**src/logic/rv_alu_config.svh**
```systemverilog
`ifndef RV_ALU_CONFIG_SVH
`define RV_ALU_CONFIG_SVH

// Number of ALU lanes, 1 to 8.
`define RV_ALU_LANES 4

// Set to 1 for the RV32M operations, 0 to report them as illegal.
`define RV_ALU_MULDIV 1

// Region codes in address bits 7:6.
`define RV_ALU_REGION_A   2'b00
`define RV_ALU_REGION_B   2'b01
`define RV_ALU_REGION_RES 2'b10
`define RV_ALU_REGION_CTL 2'b11

// Word offsets inside the control region.
`define RV_ALU_CTL_CMD    4'd0
`define RV_ALU_CTL_STATUS 4'd1

`endif

```
**src/logic/rv_alu_pkg.sv**
```systemverilog
`default_nettype none

package rv_alu_pkg;

    // ============================================================
    // Data and instruction field types
    // ============================================================

    // Operands, results and bus data words.
    typedef logic [31:0] word_t;

    // Fields taken from an RV32 OP or OP-IMM instruction word.
    typedef logic [2:0] funct3_t;
    typedef logic [6:0] funct7_t;
    typedef logic [4:0] shamt_t;

    // ============================================================
    // Bus types
    // ============================================================

    // Byte address on the Wishbone port.
    typedef logic [7:0] bus_addr_t;

    // Address bits 7:6 select the region and bits 5:2 the word in it.
    typedef logic [1:0] region_t;
    typedef logic [3:0] word_idx_t;

    // Issue sequencer in the dispatcher.
    typedef enum logic [1:0] {
        st_idle,
        st_issue,
        st_wait
    } disp_state_t;

endpackage

`default_nettype wire

```
**src/logic/alu_collect.sv**
```systemverilog
`timescale 1ns/1ps
`default_nettype none

`include "rv_alu_config.svh"

module alu_collect
    import rv_alu_pkg::*;
(
    input  logic                          clk,
    input  logic                          rst,
    input  logic                          clear,
    input  logic [`RV_ALU_LANES-1:0]      lane_valid,
    input  word_t [`RV_ALU_LANES-1:0]     lane_result,
    input  logic [`RV_ALU_LANES-1:0]      lane_illegal,
    input  region_t                       rd_region,
    input  word_idx_t                     rd_index,
    input  word_t                         op_rd_data,
    output word_t                         rd_data
);

    word_t [`RV_ALU_LANES-1:0] res_bank;
    logic                      done;
    logic                      illegal;
    word_t                     status_word;

    // ============================================================
    // Result and flag capture
    // ============================================================
    always_ff @(posedge clk) begin
        for (int i = 0; i < `RV_ALU_LANES; i++) begin
            if (lane_valid[i]) begin
                res_bank[i] <= lane_result[i];
            end
        end
    end

    // Every lane decodes the same word, so lane 0 speaks for all.
    always_ff @(posedge clk) begin
        if (rst) begin
            done    <= 1'b0;
            illegal <= 1'b0;
        end else if (clear) begin
            done    <= 1'b0;
            illegal <= 1'b0;
        end else begin
            if (&lane_valid) begin
                done <= 1'b1;
            end
            if (lane_valid[0]) begin
                illegal <= lane_illegal[0];
            end
        end
    end

    assign status_word = {30'b0, illegal, done};

    // ============================================================
    // Read data select
    // ============================================================
    always_comb begin
        rd_data = op_rd_data;
        if (rd_region == `RV_ALU_REGION_RES) begin
            rd_data = '0;
            for (int i = 0; i < `RV_ALU_LANES; i++) begin
                if (rd_index == i) begin
                    rd_data = res_bank[i];
                end
            end
        end else if (rd_region == `RV_ALU_REGION_CTL && rd_index == `RV_ALU_CTL_STATUS) begin
            rd_data = status_word;
        end
    end

    // The lanes share one issue pulse and must finish together.
    lanes_in_step: assert property (
        @(posedge clk) disable iff (rst) (lane_valid == '0) || (&lane_valid)
    );

    lanes_agree_illegal: assert property (
        @(posedge clk) disable iff (rst)
        lane_valid[0] |-> ((lane_illegal == '0) || (&lane_illegal))
    );

endmodule

`default_nettype wire

```
**config.mk**
```make
export PLATFORM = sky130hd
export DESIGN_NAME = alu_collect
export DESIGN_NICKNAME = d
export VERILOG_FILES = /design/src/logic/rv_alu_pkg.sv /design/src/logic/alu_collect.sv
export VERILOG_INCLUDE_DIRS = /design/src /design/src/logic
export SDC_FILE = /design/constraint.sdc
export NUM_CORES = 1
export LEC_CHECK = 0
export BUFFER_PORTS_ARGS = -buffer_cell sky130_fd_sc_hd__buf_2
export CELL_PAD_IN_SITES_DETAIL_PLACEMENT = 0
export CELL_PAD_IN_SITES_GLOBAL_PLACEMENT = 1
export CORE_MARGIN = 3
export CORE_UTILIZATION = 36
export DETAILED_ROUTE_END_ITERATION = 8
export GPL_ROUTABILITY_DRIVEN = 0
export HOLD_SLACK_MARGIN = 0.08
export PLACE_DENSITY = 0.78
export SYNTH_ARGS = -nofsm -noshare
export SYNTH_HDL_FRONTEND = slang
export SYNTH_SLANG_ARGS = --single-unit
```
**constraint.sdc**
```tcl
create_clock -name clk -period 1.2 [get_ports clk]
set_clock_uncertainty 0.15 [all_clocks]
set_input_delay 0 -clock clk [delete_from_list [all_inputs] [get_ports clk]]
set_output_delay 0 -clock clk [all_outputs]
set_load 0.05 [all_outputs]
```
== Word level (Yosys, flattened, before mapping) ==
Index checks and enable logic that the tools add are counted.

* Output and inout bits: 32
* Flip-flop bits (word level): 130
* ROM bits: 0
* Bits in writable memories: 0
* Input port bits: 177
* Word-level logic and storage cells: 21
* Memories kept: 0
* Latch bits: 0

* Mux-type cells: 6
* Shift-type cells: 0
* Bitwise logic cells: 0
* Order comparisons: 0
* Equal/unequal tests: 5
* Divide/modulo/power cells: 0
* Reduce and logical (&&, ||, !) cells: 4
* $mul: 0
* $add $sub $neg: 0

{| class="wikitable"
|+ Operator list
! cell !! number
|-
| 2-to-1 mux 32 bit || 6
|-
| == test 4 x 2 -> 1 bit (second input constant) || 2
|-
| == test 2 bit (second input constant) || 2
|-
| == test 4 x 1 -> 1 bit (second input constant) || 1
|-
| zero test 4 bit || 1
|-
| AND reduction 4 bit || 1
|-
| OR reduction 2 bit || 1
|-
| logical AND 1 bit || 1
|}

== Longest topological paths before layout ==
* Word-level depth: 6
* Mapped depth: 5
* Gate-level depth less buffers: 3

== Worst setup path before layout ==
No wires, ideal clock.

* Kind: flip-flop to output port
* From: reg res_bank[97] (netlist bit)
* To: out rd_data[1]
* Slack: -0.262 ns
* Path buffers: 0
* Required time: 1.050 ns
* Data arrival time: 1.312 ns
* Cell stages (with the launch flop): 3
* Cells stage by stage: edfxtp_1 > mux4_2 > a221o_1

* Cells in the longest elaborated chain, start to end: 2

{| class="wikitable"
|+ RTL lines
! what !! line !! source
|-
| start: declaration || alu_collect.sv:21 || <nowiki>word_t [`RV_ALU_LANES-1:0] res_bank;</nowiki>
|-
| start signal: indexed assignment || alu_collect.sv:32 || <nowiki>res_bank[i] <= lane_result[i];</nowiki>
|-
| 2-to-1 mux 32 bit || alu_collect.sv:65 || <nowiki>if (rd_index == i) begin</nowiki>
|-
| 2-to-1 mux 32 bit || alu_collect.sv:62 || <nowiki>if (rd_region == `RV_ALU_REGION_RES) begin</nowiki>
|-
| end: declaration || alu_collect.sv:18 || <nowiki>output word_t rd_data</nowiki>
|}

Every way passes these cells.

== Worst setup path in the final report ==
* From: reg res_bank[1] (netlist bit)
* To: out rd_data[1]

* Cells in the longest elaborated chain, start to end: 5

{| class="wikitable"
|+ RTL lines
! what !! line
|-
| 2-to-1 mux 32 bit (4 in a row) || alu_collect.sv:65
|-
| 2-to-1 mux 32 bit || alu_collect.sv:62
|}

Every way passes these cells.

==> reports/results.ini <==
[place]
postPlaceCellArea_mm2 = 0.007340
place_hpwl_mm = 11.11
port_buffers = 205
placed_cells = 697

[global_route]
grt_pass1_vias = 4794
antenna_found_initial = 1
grt_pass1_wl_mm = 27.05
grt_max_degree = 30
gr-total-overflow = 0
grt_util_all_layers = 0.2229

[sta]
setup_ws_ns = -0.7359
finalSetupViolCount = 32
maxSlewHeadroom = 0.7575
max_freq_ghz = 0.5166
fin_hold_ws_ns = 0.1322
hold_viol = 0
rsz0062_at_grt = true
finalMaxSlewViolations = 0
finalSetupTns_ns = -19.89
timing.final.crit_share = 1.613
fin_crit_ns = 1.936
worst_slew_pin_slew_ns = 0.3630

[outcome]
violations = negative setup slack
run_status = finished with violations

[synthesis]
synth-seq-cells = 130
synth_top_area_share = 0.7193
postSynth.asyncResetShare = 0
synth_cells = 286
yosysMostFrequentCell = edfxtp_1
yosys-top-cells-count = 128 x edfxtp_1, 19 x mux4_2, 18 x a22o_1, 14 x nor3_1
synthFlopType = edfxtp_1
synth_edf_count = 128
synth.area.top_cells = edfxtp_1 72%, mux4_2 8.0%, a22o_1 3.0%, a221o_1 2.4%, nor4b_1 2.0%
synth_area_mm2 = 0.005344
synth_nets = 463
synth_area_per_cell_um2 = 18.68
netlist-cell-type-count = 30
synth_top_cell_by_area = edfxtp_1
yosys_warnings = 0
synth_seq_area_share = 0.7268

[setup_path]
cp_num_buf_inv = 1
rrSetupSlack_ns = 0.37
worstPathRequired_ns = 1.05
worst_setup_path_start_kind = register
cp_top_family = multiplexers
criticalPathCategory = register to primary output
crit_path_max_incr_delay_ns = 0.47
reg2reg_depth = 2
cp_max_fo = 1
cp_slowest_cell = mux4_2
endpoint_kind = primary output
r2r-end = done
worstPathArrival_ns = 1.79
path_cells = mux4_2, a221o_2, buf_6
r2r_start = done

[final_layout]
final_nets = 845
seqCellArea_mm2 = 0.003884
final_cells = 862
fin_util = 0.6689
multi_input_area_mm2 = 0.001620
drive_gt1_frac = 0.5228
postLayoutCellArea_mm2 = 0.009500
area_growth_syn_to_layout_pct = 77.78
fillCellCount = 964

[pwr]
ir_worst_vdd_uv = 1462
p_per_area_mw_per_mm2 = 1339
p_leak_nw = 3.848

[clocking]
h-tree-depth = 4
tritoncts = built
postCtsSetupBuffers = 0
root_buffer = clkbuf_16
clockBufferDepth = 2
clk_pin_slew_ns = 0.07
worstSkewPairLatency_ns = 0.42
cts_buffers = 17
clkSinkCount = 130

[hold_path]
min-delay-start = lane_result[55]
hold_class = input pin to register
hold_end = res_bank[55]
hold_path_depth = 2

[floorplanning]
dieArea_mm2 = 0.01634
std_cell_rows = 43
core_area_mm2 = 0.01420
die_x_um = 127.8
io_pins = 209
initial_core_util = 0.3762
dieHeight_um = 127.8

[route]
avgRoutedWirePerCell_um = 20.54
drt_first_pass_iters = 4
vias_per_cell = 4.973
ant_nets = 0
route.detailed.drc = 0
drtIter0Drc = 291
drt-total-wl_mm = 17.71
route.vias.total = 4287

[flow_run]
maxCapViolCount = 0

logic make-up (layout without fill, tap and decap cells):
| kind of cell | Yosys count | count (layout) | share of synthesized area |
|---|---|---|---|
| buffers and inverters | 25 | 420 | 0.02716 |
| and+or+nand+nor | 60 | 60 | 0.07937 |
| AOI/OAI and AO/OA | 48 | 48 | 0.07914 |
| DFF | 130 | 130 | 0.7268 |
| other | 0 | 1 | 0 |
| muxes | 23 | 23 | 0.08757 |
cells in the final DEF, fill, tap and decap left out, types with 14 or more instances in the layout:
cell           instances
buf_2                173
buf_6                 26
dlygate4sd3_1        135
a22o_4                18
clkbuf_16             17
mux4_2                19
buf_4                 28
buf_12                19
nor3_1                14
edfxtp_1             128
worst max path at each step:
stage | start | endpoint | depth (start not counted) | slack (ns)
6_report | res_bank[1] | rd_data[1] | 3 | -0.74
5_1_grt | res_bank[65] | rd_data[1] | 3 | -0.80
4_1_cts | res_bank[97] | rd_data[1] | 3 | -0.78
3_5_place_dp | rd_index[0] | rd_data[0] | 7 | -0.43
3_3_place_gp | rd_index[0] | rd_data[0] | 7 | -0.39
2_1_floorplan | res_bank[97] | rd_data[1] | 2 | -0.21
where the power goes:
group / switching (W) / total (W) / internal, W
Clock: 0.00229 / 0.00508 / 0.00279
Sequential: 0.000106 / 0.00549 / 0.00538
Combinational: 0.000986 / 0.00215 / 0.00116
through the flow:
step / setup WS, ns / power (W)
floorplan: -0.2051 / 0.006420
global placement: -0.3907 / 0.007176
detailed placement: -0.4314 / 0.007210
CTS: -0.7825 / 0.01273
global route: -0.7998 / 0.01317
finish: -0.7359 / 0.01272
sequential cells by signal, summed over array words and instances (netlist names):
| register | count |
|---|---|
| res_bank | 128 |
| done | 1 |
| illegal | 1 |
per-layer routing:
layer	GRT usage	part of all wire	vias to the layer above
li1	-	-	1980
met2	0.3962	0.53	187
met5	0	0	-
met4	0.06929	0.026	0
met3	0.06750	0.063	34
met1	0.2585	0.38	2086
final cells by class:
cell class	count	area share
tap	180	0.02371
sequential	130	0.4088
clock buffer	17	0.04478
inverter	2	0.0007902
clock inverter	15	0.01686
timing repair buffer	386	0.3343
multi-input combinational	131	0.1706
antenna	1	0.0002634
timing repair:
item / 4_1_cts / 5_1_grt
pin swaps: 12 / 9
gates resized for setup: 67 / 6
hold buffers: 135 / 0
cloned: 0 / 0
setup endpoints to repair: 32 / 32
hold endpoints to repair: 258 / 0
No activity file was read; power rests on OpenSTA's default activity.
