[src/logic/rv_alu_config.svh]
`ifndef RV_ALU_CONFIG_SVH
`define RV_ALU_CONFIG_SVH

// Number of ALU lanes, 1 to 8.
`define RV_ALU_LANES 4

// Set to 1 for the RV32M operations, 0 to report them as illegal.
`define RV_ALU_MULDIV 1

// Region codes in address bits 7:6.
`define RV_ALU_REGION_A   2'b00
`define RV_ALU_REGION_B   2'b01
`define RV_ALU_REGION_RES 2'b10
`define RV_ALU_REGION_CTL 2'b11

// Word offsets inside the control region.
`define RV_ALU_CTL_CMD    4'd0
`define RV_ALU_CTL_STATUS 4'd1

`endif

[src/logic/rv_alu_pkg.sv]
`default_nettype none

package rv_alu_pkg;

    // ============================================================
    // Data and instruction field types
    // ============================================================

    // Operands, results and bus data words.
    typedef logic [31:0] word_t;

    // Fields taken from an RV32 OP or OP-IMM instruction word.
    typedef logic [2:0] funct3_t;
    typedef logic [6:0] funct7_t;
    typedef logic [4:0] shamt_t;

    // ============================================================
    // Bus types
    // ============================================================

    // Byte address on the Wishbone port.
    typedef logic [7:0] bus_addr_t;

    // Address bits 7:6 select the region and bits 5:2 the word in it.
    typedef logic [1:0] region_t;
    typedef logic [3:0] word_idx_t;

    // Issue sequencer in the dispatcher.
    typedef enum logic [1:0] {
        st_idle,
        st_issue,
        st_wait
    } disp_state_t;

endpackage

`default_nettype wire

[src/logic/alu_dispatch.sv]
`timescale 1ns/1ps
`default_nettype none

`include "rv_alu_config.svh"

module alu_dispatch
    import rv_alu_pkg::*;
(
    input  logic                          clk,
    input  logic                          rst,
    input  logic                          wb_cyc,
    input  logic                          wb_stb,
    input  logic                          wb_we,
    input  bus_addr_t                     wb_adr,
    input  word_t                         wb_dat_w,
    output logic                          wb_ack,
    output region_t                       rd_region,
    output word_idx_t                     rd_index,
    output word_t                         op_rd_data,
    output logic                          issue,
    output logic                          is_op,
    output logic                          is_op_imm,
    output funct3_t                       funct3,
    output funct7_t                       funct7,
    output shamt_t                        shamt,
    output word_t                         simm12,
    output word_t [`RV_ALU_LANES-1:0]     rs1_bus,
    output word_t [`RV_ALU_LANES-1:0]     rs2_bus,
    output logic                          clear
);

    localparam logic [6:0] opcode_op     = 7'b0110011;
    localparam logic [6:0] opcode_op_imm = 7'b0010011;

    disp_state_t                  state;
    word_t [`RV_ALU_LANES-1:0]    bank_a;
    word_t [`RV_ALU_LANES-1:0]    bank_b;
    word_t                        cmd_word;
    logic                         req;
    logic                         cmd_hit;
    logic                         cmd_accept;
    logic                         bus_accept;

    // A request is seen once; the ack cycle itself is not a new one.
    assign req       = wb_cyc && wb_stb && !wb_ack;
    assign rd_region = wb_adr[7:6];
    assign rd_index  = wb_adr[5:2];
    assign cmd_hit   = (rd_region == `RV_ALU_REGION_CTL) && (rd_index == `RV_ALU_CTL_CMD);

    // A command write waits while an earlier issue is still in flight.
    assign cmd_accept = req && wb_we && cmd_hit && (state == st_idle);
    assign bus_accept = req && (!(wb_we && cmd_hit) || (state == st_idle));

    // ============================================================
    // Bus handshake and issue sequencer
    // ============================================================
    always_ff @(posedge clk) begin
        if (rst) begin
            wb_ack <= 1'b0;
            issue  <= 1'b0;
            state  <= st_idle;
        end else begin
            wb_ack <= bus_accept;
            issue  <= cmd_accept;
            case (state)
                st_idle: begin
                    if (cmd_accept) begin
                        state <= st_issue;
                    end
                end
                st_issue: state <= st_wait;
                default:  state <= st_idle;
            endcase
        end
    end

    always_ff @(posedge clk) begin
        if (rst) begin
            bank_a   <= '0;
            bank_b   <= '0;
            cmd_word <= '0;
        end else begin
            if (req && wb_we) begin
                for (int i = 0; i < `RV_ALU_LANES; i++) begin
                    if (rd_index == i && rd_region == `RV_ALU_REGION_A) begin
                        bank_a[i] <= wb_dat_w;
                    end
                    if (rd_index == i && rd_region == `RV_ALU_REGION_B) begin
                        bank_b[i] <= wb_dat_w;
                    end
                end
            end
            if (cmd_accept) begin
                cmd_word <= wb_dat_w;
            end
        end
    end

    // Read values that live in this block; the collector picks them up.
    always_comb begin
        op_rd_data = '0;
        case (rd_region)
            `RV_ALU_REGION_A: begin
                for (int i = 0; i < `RV_ALU_LANES; i++) begin
                    if (rd_index == i) begin
                        op_rd_data = bank_a[i];
                    end
                end
            end
            `RV_ALU_REGION_B: begin
                for (int i = 0; i < `RV_ALU_LANES; i++) begin
                    if (rd_index == i) begin
                        op_rd_data = bank_b[i];
                    end
                end
            end
            `RV_ALU_REGION_CTL: begin
                if (cmd_hit) begin
                    op_rd_data = cmd_word;
                end
            end
            default: op_rd_data = '0;
        endcase
    end

    // ============================================================
    // Instruction decode, broadcast to every lane
    // ============================================================
    assign is_op     = (cmd_word[6:0] == opcode_op);
    assign is_op_imm = (cmd_word[6:0] == opcode_op_imm);
    assign funct3    = cmd_word[14:12];
    assign funct7    = cmd_word[31:25];
    assign shamt     = cmd_word[24:20];
    assign simm12    = {{20{cmd_word[31]}}, cmd_word[31:20]};

    assign rs1_bus = bank_a;
    assign rs2_bus = bank_b;
    assign clear   = issue;

    ack_needs_strobe: assert property (
        @(posedge clk) disable iff (rst) wb_ack |-> (wb_cyc && wb_stb)
    );

endmodule

`default_nettype wire

[config.mk]
export PLATFORM = sky130hd
export DESIGN_NAME = alu_dispatch
export DESIGN_NICKNAME = d
export VERILOG_FILES = /design/src/logic/rv_alu_pkg.sv /design/src/logic/alu_dispatch.sv
export VERILOG_INCLUDE_DIRS = /design/src /design/src/logic
export SDC_FILE = /design/constraint.sdc
export NUM_CORES = 1
export LEC_CHECK = 0
export BUFFER_PORTS_ARGS = -buffer_cell sky130_fd_sc_hd__buf_2
export CORE_MARGIN = 3
export CORE_UTILIZATION = 30
export CTS_BUF_LIST = sky130_fd_sc_hd__clkbuf_8
export CTS_CLUSTER_SIZE = 25
export DETAILED_ROUTE_END_ITERATION = 7
export SLEW_MARGIN = 15
export SYNTH_ARGS = -nofsm -noshare
export SYNTH_HDL_FRONTEND = slang
export SYNTH_SLANG_ARGS = --single-unit
[constraint.sdc]
create_clock -name clk -period 4.45 [get_ports clk]
set_clock_uncertainty 0.1 [all_clocks]
set_input_delay 0.445 -clock clk [delete_from_list [all_inputs] [get_ports clk]]
set_output_delay 0.445 -clock clk [all_outputs]
set_load 0.05 [all_outputs]
# ---- After elaboration in Yosys (flattened, before gate mapping)
# Cells that the tools add are included.
dict set report op_classes {
  muxes 12
  eq_ne 9
  reduce_logical 30
}
# cell n
set ops {}
lappend ops {{32-bit two-way mux} 9}
lappend ops {{32-bit case mux with 3 select lines} 1}
lappend ops {{1-bit logical AND} 16}
lappend ops {{2-bit AND reduction} 8}
lappend ops {{4-bit by 2-bit equality test with 1-bit output (second input constant)} 2}
lappend ops {{7-bit by 5-bit equality test with 1-bit output (second input constant)} 1}
lappend ops {{7-bit by 6-bit equality test with 1-bit output (second input constant)} 1}
lappend ops {{2-bit by 1-bit equality test with 1-bit output (second input constant)} 2}
lappend ops {{4-bit by 1-bit equality test with 1-bit output (second input constant)} 1}
lappend ops {{2-bit logical NOT} 2}
lappend ops {{4-bit logical NOT} 1}
lappend ops {{2-bit case mux with 2 select lines} 1}
lappend ops {{2-bit equality test (second input constant)} 1}
lappend ops {{1-bit logical NOT} 2}
lappend ops {{2-bit two-way mux} 1}
lappend ops {{2-bit != test (second input constant)} 1}
lappend ops {{1-bit logical OR} 1}
dict set report word_totals {
  regBits 292
  input_bits 45
}

# ---- Logic depth before layout (Yosys ltp)
# Gate-level depths: netlist (run 1).
dict set report depth {
  word_depth 7
  depth_mapped 8
}

# ---- Least setup slack after synthesis (run 1)
# No wires, ideal clock.
dict set report synth_timing {
  path_type {input-to-output}
  start {input port wb_adr[5]}
  end {output port op_rd_data[0]}
  path_slack_ns 2.211
  stages 5
  arrival_time_ns 1.694
  t_required_ns 3.905
  n_path_buf 2
  cell_sequence {nor4_4 and3_1 buf_2 buf_2 a211o_1}
}
dict set report synth_between {
  elab_chain_cells 6
  word_cells_on_any_way 15
  classes_between {eq/ne: 3; mux: 10; reduce/logical: 2}
}
# item line_no
set synth_lines {}
lappend synth_lines {{start: declaration} alu_dispatch.sv:14} ;# input bus_addr_t wb_adr,
lappend synth_lines {{4-bit logical NOT} {alu_dispatch.sv:105, alu_dispatch.sv:112}}
lappend synth_lines {{32-bit two-way mux (on tied branches) (4 in series)} {alu_dispatch.sv:112, alu_dispatch.sv:105}}
lappend synth_lines {{32-bit case mux with 3 select lines *} alu_dispatch.sv:102} ;# case (rd_region)
lappend synth_lines {{end: declaration} alu_dispatch.sv:19} ;# output word_t op_rd_data,
# Every way passes the cells marked *; elsewhere a longest branch is shown, timed or not.

# ---- Worst setup path in the final report (run 1)
dict set report layout_timing {
  start {input port wb_adr[2]}
  end {output port op_rd_data[13]}
}
# Same word-level chain as after synthesis.

==> flow_metrics.tcl, run 1 <==
set metrics [dict create \
    worstHoldStart "wb_dat_w[27]" \
    status "finished, final reports clean" \
    gp_congestion 0.881 \
    p_leak_uw 0.00684 \
    clkTransAtPathRegs_ps 70 \
    stdcell_area_sq_mm 0.0162 \
    final_util_pct 37.2 \
    max_freq_mhz 315 \
    gr-total-overflow 0 \
    synth-seq-cells 292 \
    hold_viol 0 \
    cpLargestDelayFamily "buffers and inverters" \
    synth_warnings 0 \
    dp.final_hpwl_um 37100 \
    worstHoldPathType "in2reg" \
    die_w_um 218 \
    fp-row-count 76 \
    cts.repair.resized 0 \
    crit_start "wb_adr[2]" \
    routed_wl_um 54400 \
    synthArstFlopShare_pct 0 \
    final-setup-viol-count 0 \
    hold_slack_ps 80.7 \
    die_h_um 218 \
    grt_usage_pct 22.1 \
    antenna_found_initial 3 \
    synthCells 1716 \
    fin_setup_tns_ps 0 \
    port-buffer-count 388 \
    arrival_ps 2630 \
    startpoint_type "input port" \
    crit_type "in2out" \
    setup_ws_ps 1270 \
    period_share_pct 71.4 \
    slew_violations 0 \
    powerDensity_mw_per_mm2 352 \
    ys_seq_area_share_pct 43.5 \
    clk-insertion-delay-late_ps 630 \
    path_cells "clkbuf_8, buf_12, mux2i_1, a211oi_1, a211o_1, buf_2" \
    slowest_delay_ps 560 \
    grt_setup_unrepaired "no" \
    wl_per_cell_um 21.0 \
    peakVddDrop_mv 0.235 \
    htree_levels 2 \
    synth_area_sq_mm 0.0134 \
    nets 2012 \
    post_dp_cell_area_sq_mm 0.0150 \
    yosysUniqueCellTypes 33 \
    drtIter0Drc 1054 \
    pre_cts_ws_ps 1350 \
    nFillCells 4533 \
    ys.flop_type "dfxtp_1" \
    r2r-start "wb_ack$_SDFF_PP0_" \
    core_area_sq_mm 0.0436 \
    clock_sinks 292 \
    antenna_left 0 \
    first_global_vias 12328 \
    syn_avg_cell_area_sq_um 7.82 \
    start_util_pct 30.8 \
    critPathCaptureType "output pin" \
    grt_max_degree 142 \
    dieArea_sq_mm 0.0473 \
    worstPathRequired_ps 3900 \
    drcViolationCount 0 \
    io_pins 391 \
    cts_made_buffers 53 \
    cp.buffers_inverters 3 \
    post-route-min-period_ps 3180 \
    dr.pass1.iters 5 \
    cts_tree "done" \
    area_growth_pct 20.8 \
    vias 13250 \
    crit_path_max_fanout 85 \
    grt_pass1_wl_um 80000 \
    synth_edf_count 0 \
    slowest_stage "a211oi_1" \
    drive_gt1_share_pct 25.3 \
    root_buffer "clkbuf_8" \
    via_per_inst 5.11 \
    worstMarginPinSlew_ps 1010 \
    relSlewSlack_pct 32.5 \
    clockBufferDepth 3 \
    synth_fp_nets 1761 \
    maxCapViolCount 0 \
]
cell type report:
type	instances	area (sq um)	share of cell area (%)
Inverter	1	3.75	0.0231
Clock inverter	24	161	0.995
Clock buffer	71	977	6.02
Timing Repair Buffer	426	2310	14.3
Multi-Input combinational cell	1193	6180	38.1
Tap cell	585	732	4.51
Sequential cell	292	5850	36.0
Antenna cell	3	7.51	0.0463
layout by cell type, fill, tap and decap left out, types with 3 or more instances in the layout:
| cell type | count |
|---|---|
| nand4_1 | 4 |
| a211o_1 | 31 |
| diode_2 | 3 |
| inv_1 | 14 |
| nor2b_1 | 63 |
| a211oi_1 | 124 |
| and4b_1 | 3 |
| dlygate4sd3_1 | 7 |
| clkinvlp_4 | 3 |
| clkinv_2 | 6 |
| and3_1 | 4 |
| nor2_1 | 7 |
| buf_4 | 27 |
| nand2_1 | 580 |
| buf_12 | 4 |
| mux2i_1 | 63 |
| clkbuf_8 | 73 |
| and4_1 | 3 |
| buf_2 | 386 |
| dfxtp_1 | 292 |
| a21oi_1 | 289 |
| nand3_1 | 4 |
path summary, 6_finish.rpt:
check	end	slack [ps]	cells past startpoint
max	op_rd_data[13]	1270	6
min	rs1_bus[123]$_SDFFE_PP0P_	80	3
max reg2reg	cmd_word[1]$_SDFFE_PP0P_	1930	5
min reg2reg	cmd_word[8]$_SDFFE_PP0P_	350	2
sequential cells by signal (all words and copies together) (netlist names):
register	count
clear	1
cmd_word	32
rs1_bus	128
rs2_bus	128
state	2
wb_ack	1
worst reg2reg max path: stages, from the launching register on:
cell and delay, ps:
dfxtp_1 320, and4b_1 610, nand3_1 710, buf_4 470
nand2_1 90, a21oi_1 60
power breakdown:
group	internal (uW)	switching, uW
sequential	2620	2.70
clock	1530	1190
combinational	81.6	280
cell usage after synthesis, types with 3 or more instances:
master	count	area share (%)
and4_1	4	0.26
nand4_1	4	0.19
nor2_1	7	0.20
a211oi_1	124	6.9
and3_1	4	0.19
buf_4	72	4.0
buf_2	52	1.9
a21oi_1	289	11
and4b_1	3	0.22
nor2b_1	63	2.9
mux2i_1	63	4.7
clkbuf_1	79	2.2
nand2_1	580	16
nand3_1	4	0.15
a211o_1	31	2.0
dfxtp_1	292	44
buf_6	26	2.2
routing by layer:
layer | vias up | GRT usage, % | routed length [um] | share of wire, %
li1 | 6225 | - | - | -
met1 | 6329 | 31.6 | 24900 | 46
met2 | 595 | 32.8 | 23300 | 43
met3 | 101 | 5.16 | 4530 | 8.3
met4 | 0 | 6.78 | 1600 | 2.9
met5 | - | 0 | 0 | 0
stage by stage:
step,cells,total power [uW]
floorplan,1716,2920
global placement,2490,3030
detailed placement,2490,3030
CTS,2592,5780
global route,2595,5920
finish,2595,5710
what timing repair did:
action                    4_1_cts  5_1_grt
setup buffers                   0        0
hold buffers                    7        0
hold endpoints to repair       22        0
logic make-up (layout without fill, tap and decap cells):
| group | count (synthesis) | in the layout | synth area share, % |
|---|---|---|---|
| other | 0 | 3 | 0 |
| AND/OR/NAND/NOR | 678 | 678 | 21.1 |
| buffers and inverters | 231 | 522 | 10.4 |
| AO/OA/AOI/OAI | 450 | 450 | 20.1 |
| multiplexers | 65 | 65 | 4.86 |
| flip-flops | 292 | 292 | 43.5 |
No activity file was read; power rests on OpenSTA's default activity.
==> inputs of run 2 (changes only) <==
- clock period: 4.45 -> 3.25 ns (I/O delays scaled with it)
==> run 2 against run 1 <==
Effect of this change:
- global-route usage up 0.14 points
- sequential cell count unchanged
- hold slack better by 200 ps
- cell count up 1.9%
- total power up 40%
- critical path depth up 2
- first-iteration DRC count down 6.0%
- register-to-register slack worse by 930 ps
- clock-buffer cell count up 1
==> flow_metrics.tcl, run 2 (synthesized netlist as in run 1, its figures left out) <==
set metrics [dict create \
    status "finished, final reports clean" \
    root_buffer "clkbuf_8" \
    fin_setup_tns_ps 0 \
    crit_path_max_fanout 31 \
    startpoint_type "input port" \
    die_w_um 218 \
    clkTransAtPathRegs_ps 60 \
    period_share_pct 88.6 \
    cts_tree "done" \
    gr-total-overflow 0 \
    finalPower_uw 7960 \
    final-setup-viol-count 0 \
    post-route-min-period_ps 2880 \
    dr.pass1.iters 5 \
    mostFrequentLayoutCells "580 x nand2_1, 386 x buf_2, 292 x dfxtp_1" \
    antenna_found_initial 2 \
    clk-insertion-delay-late_ps 620 \
    grt_pass1_wl_um 80300 \
    drtIter0Drc 991 \
    via_per_inst 5.06 \
    wl_per_cell_um 20.8 \
    worstPathRequired_ps 2820 \
    vias 13383 \
    port-buffer-count 388 \
    arrival_ps 2450 \
    die_h_um 218 \
    p_int_uw 5940 \
    clkPwrFrac_pct 48.1 \
    p_sw_share_pct 25.4 \
    peakVddDrop_mv 0.301 \
    antenna_left 0 \
    clock_sinks 292 \
    drive_gt1_share_pct 25.8 \
    worstMarginPinSlew_ps 847 \
    dp.final_hpwl_um 37800 \
    fp-row-count 76 \
    hold_viol 0 \
    seq_power_share_pct 45.1 \
    powerDensity_mw_per_mm2 474 \
    max_freq_mhz 347 \
    start_util_pct 30.8 \
    p_comb_share_pct 6.8 \
    p_leak_uw 0.00713 \
    slew_violations 0 \
    maxCapViolCount 0 \
    gp_congestion 0.904 \
    drcViolationCount 0 \
    critPathCaptureType "output pin" \
    crit_type "in2out" \
    clockBufferDepth 3 \
    grt_setup_unrepaired "no" \
    grt_max_degree 116 \
    first_global_vias 12559 \
    nets 2065 \
    worstHoldPathType "in2reg" \
    grt_usage_pct 22.2 \
    p_sw_uw 2030 \
    relSlewSlack_pct 43.6 \
    cts_made_buffers 55 \
    dieArea_sq_mm 0.0473 \
    final_common_cell "nand2_1" \
    core_area_sq_mm 0.0436 \
    io_pins 391 \
    routed_wl_um 55100 \
    htree_levels 2 \
    cts.repair.resized 0 \
    area_growth_pct 25.1 \
]
[run 2: per-stage QoR]
stage          hold WS (ps)  setup slack, ps  instance area (sq um)  std cells  util (%)
6_report                286              371                  16800       2645      38.5
4_1_cts                 236              414                  16800       2643      38.5
2_1_floorplan           322             1250                  13400       1716         -
3_5_place_dp            344              430                  15300       2513      35.0
5_1_grt                 312              183                  16800       2645      38.5
3_3_place_gp            338              461                  15300       2513      35.0
[run 2: per-layer routing]
layer  wire, um  GRT usage (%)  part of all wire, %
met5          0              0                    0
met2      23600           33.2                   43
met3       4560           5.21                  8.3
met1      25200           31.4                   46
met4       1820           7.52                  3.3
[run 2: repair_timing]
item	CTS	global route
hold buffers	35	0
endpoints found under the setup margin	0	0
hold endpoints to repair	289	0
setup buffers	0	0
[run 2: power by group through the flow]
stage | sequential [uW] | combinational [uW] | clock, uW
global route | 3590 | 568 | 4100
floorplan | 3680 | 316 | 0
global placement | 3670 | 497 | 0
finish | 3590 | 540 | 3830
CTS | 3590 | 537 | 3930
detailed placement | 3670 | 502 | 0
[run 2: final timing paths]
path	cells past startpoint	endpoint	startpoint	slack [ps]
setup reg to reg	5	rs1_bus[106]$_SDFFE_PP0P_	wb_ack$_SDFF_PP0_	1000
setup / recovery	8	op_rd_data[4]	wb_adr[6]	370
hold reg to reg	2	cmd_word[9]$_SDFFE_PP0P_	cmd_word[9]$_SDFFE_PP0P_	360
hold / removal	2	state[0]$_SDFFE_PP0P_	rst	290
[run 2: critical path, cell delays in order]
cell,delay (ps)
buf_2,150
nor2b_1,420
nand2_1,170
buf_12,200
a211oi_1,500
buf_4,210
a211o_1,160
buf_2,290
[run 2: cell type report]
class / count / area [sq um]
fill: 4486 / 26900
multi-input combinational: 1193 / 6180
sequential: 292 / 5850
timing repair buffer: 477 / 2850
clock buffer: 72 / 991
tap: 585 / 732
clock inverter: 23 / 181
antenna: 2 / 5.00
inverter: 1 / 3.75
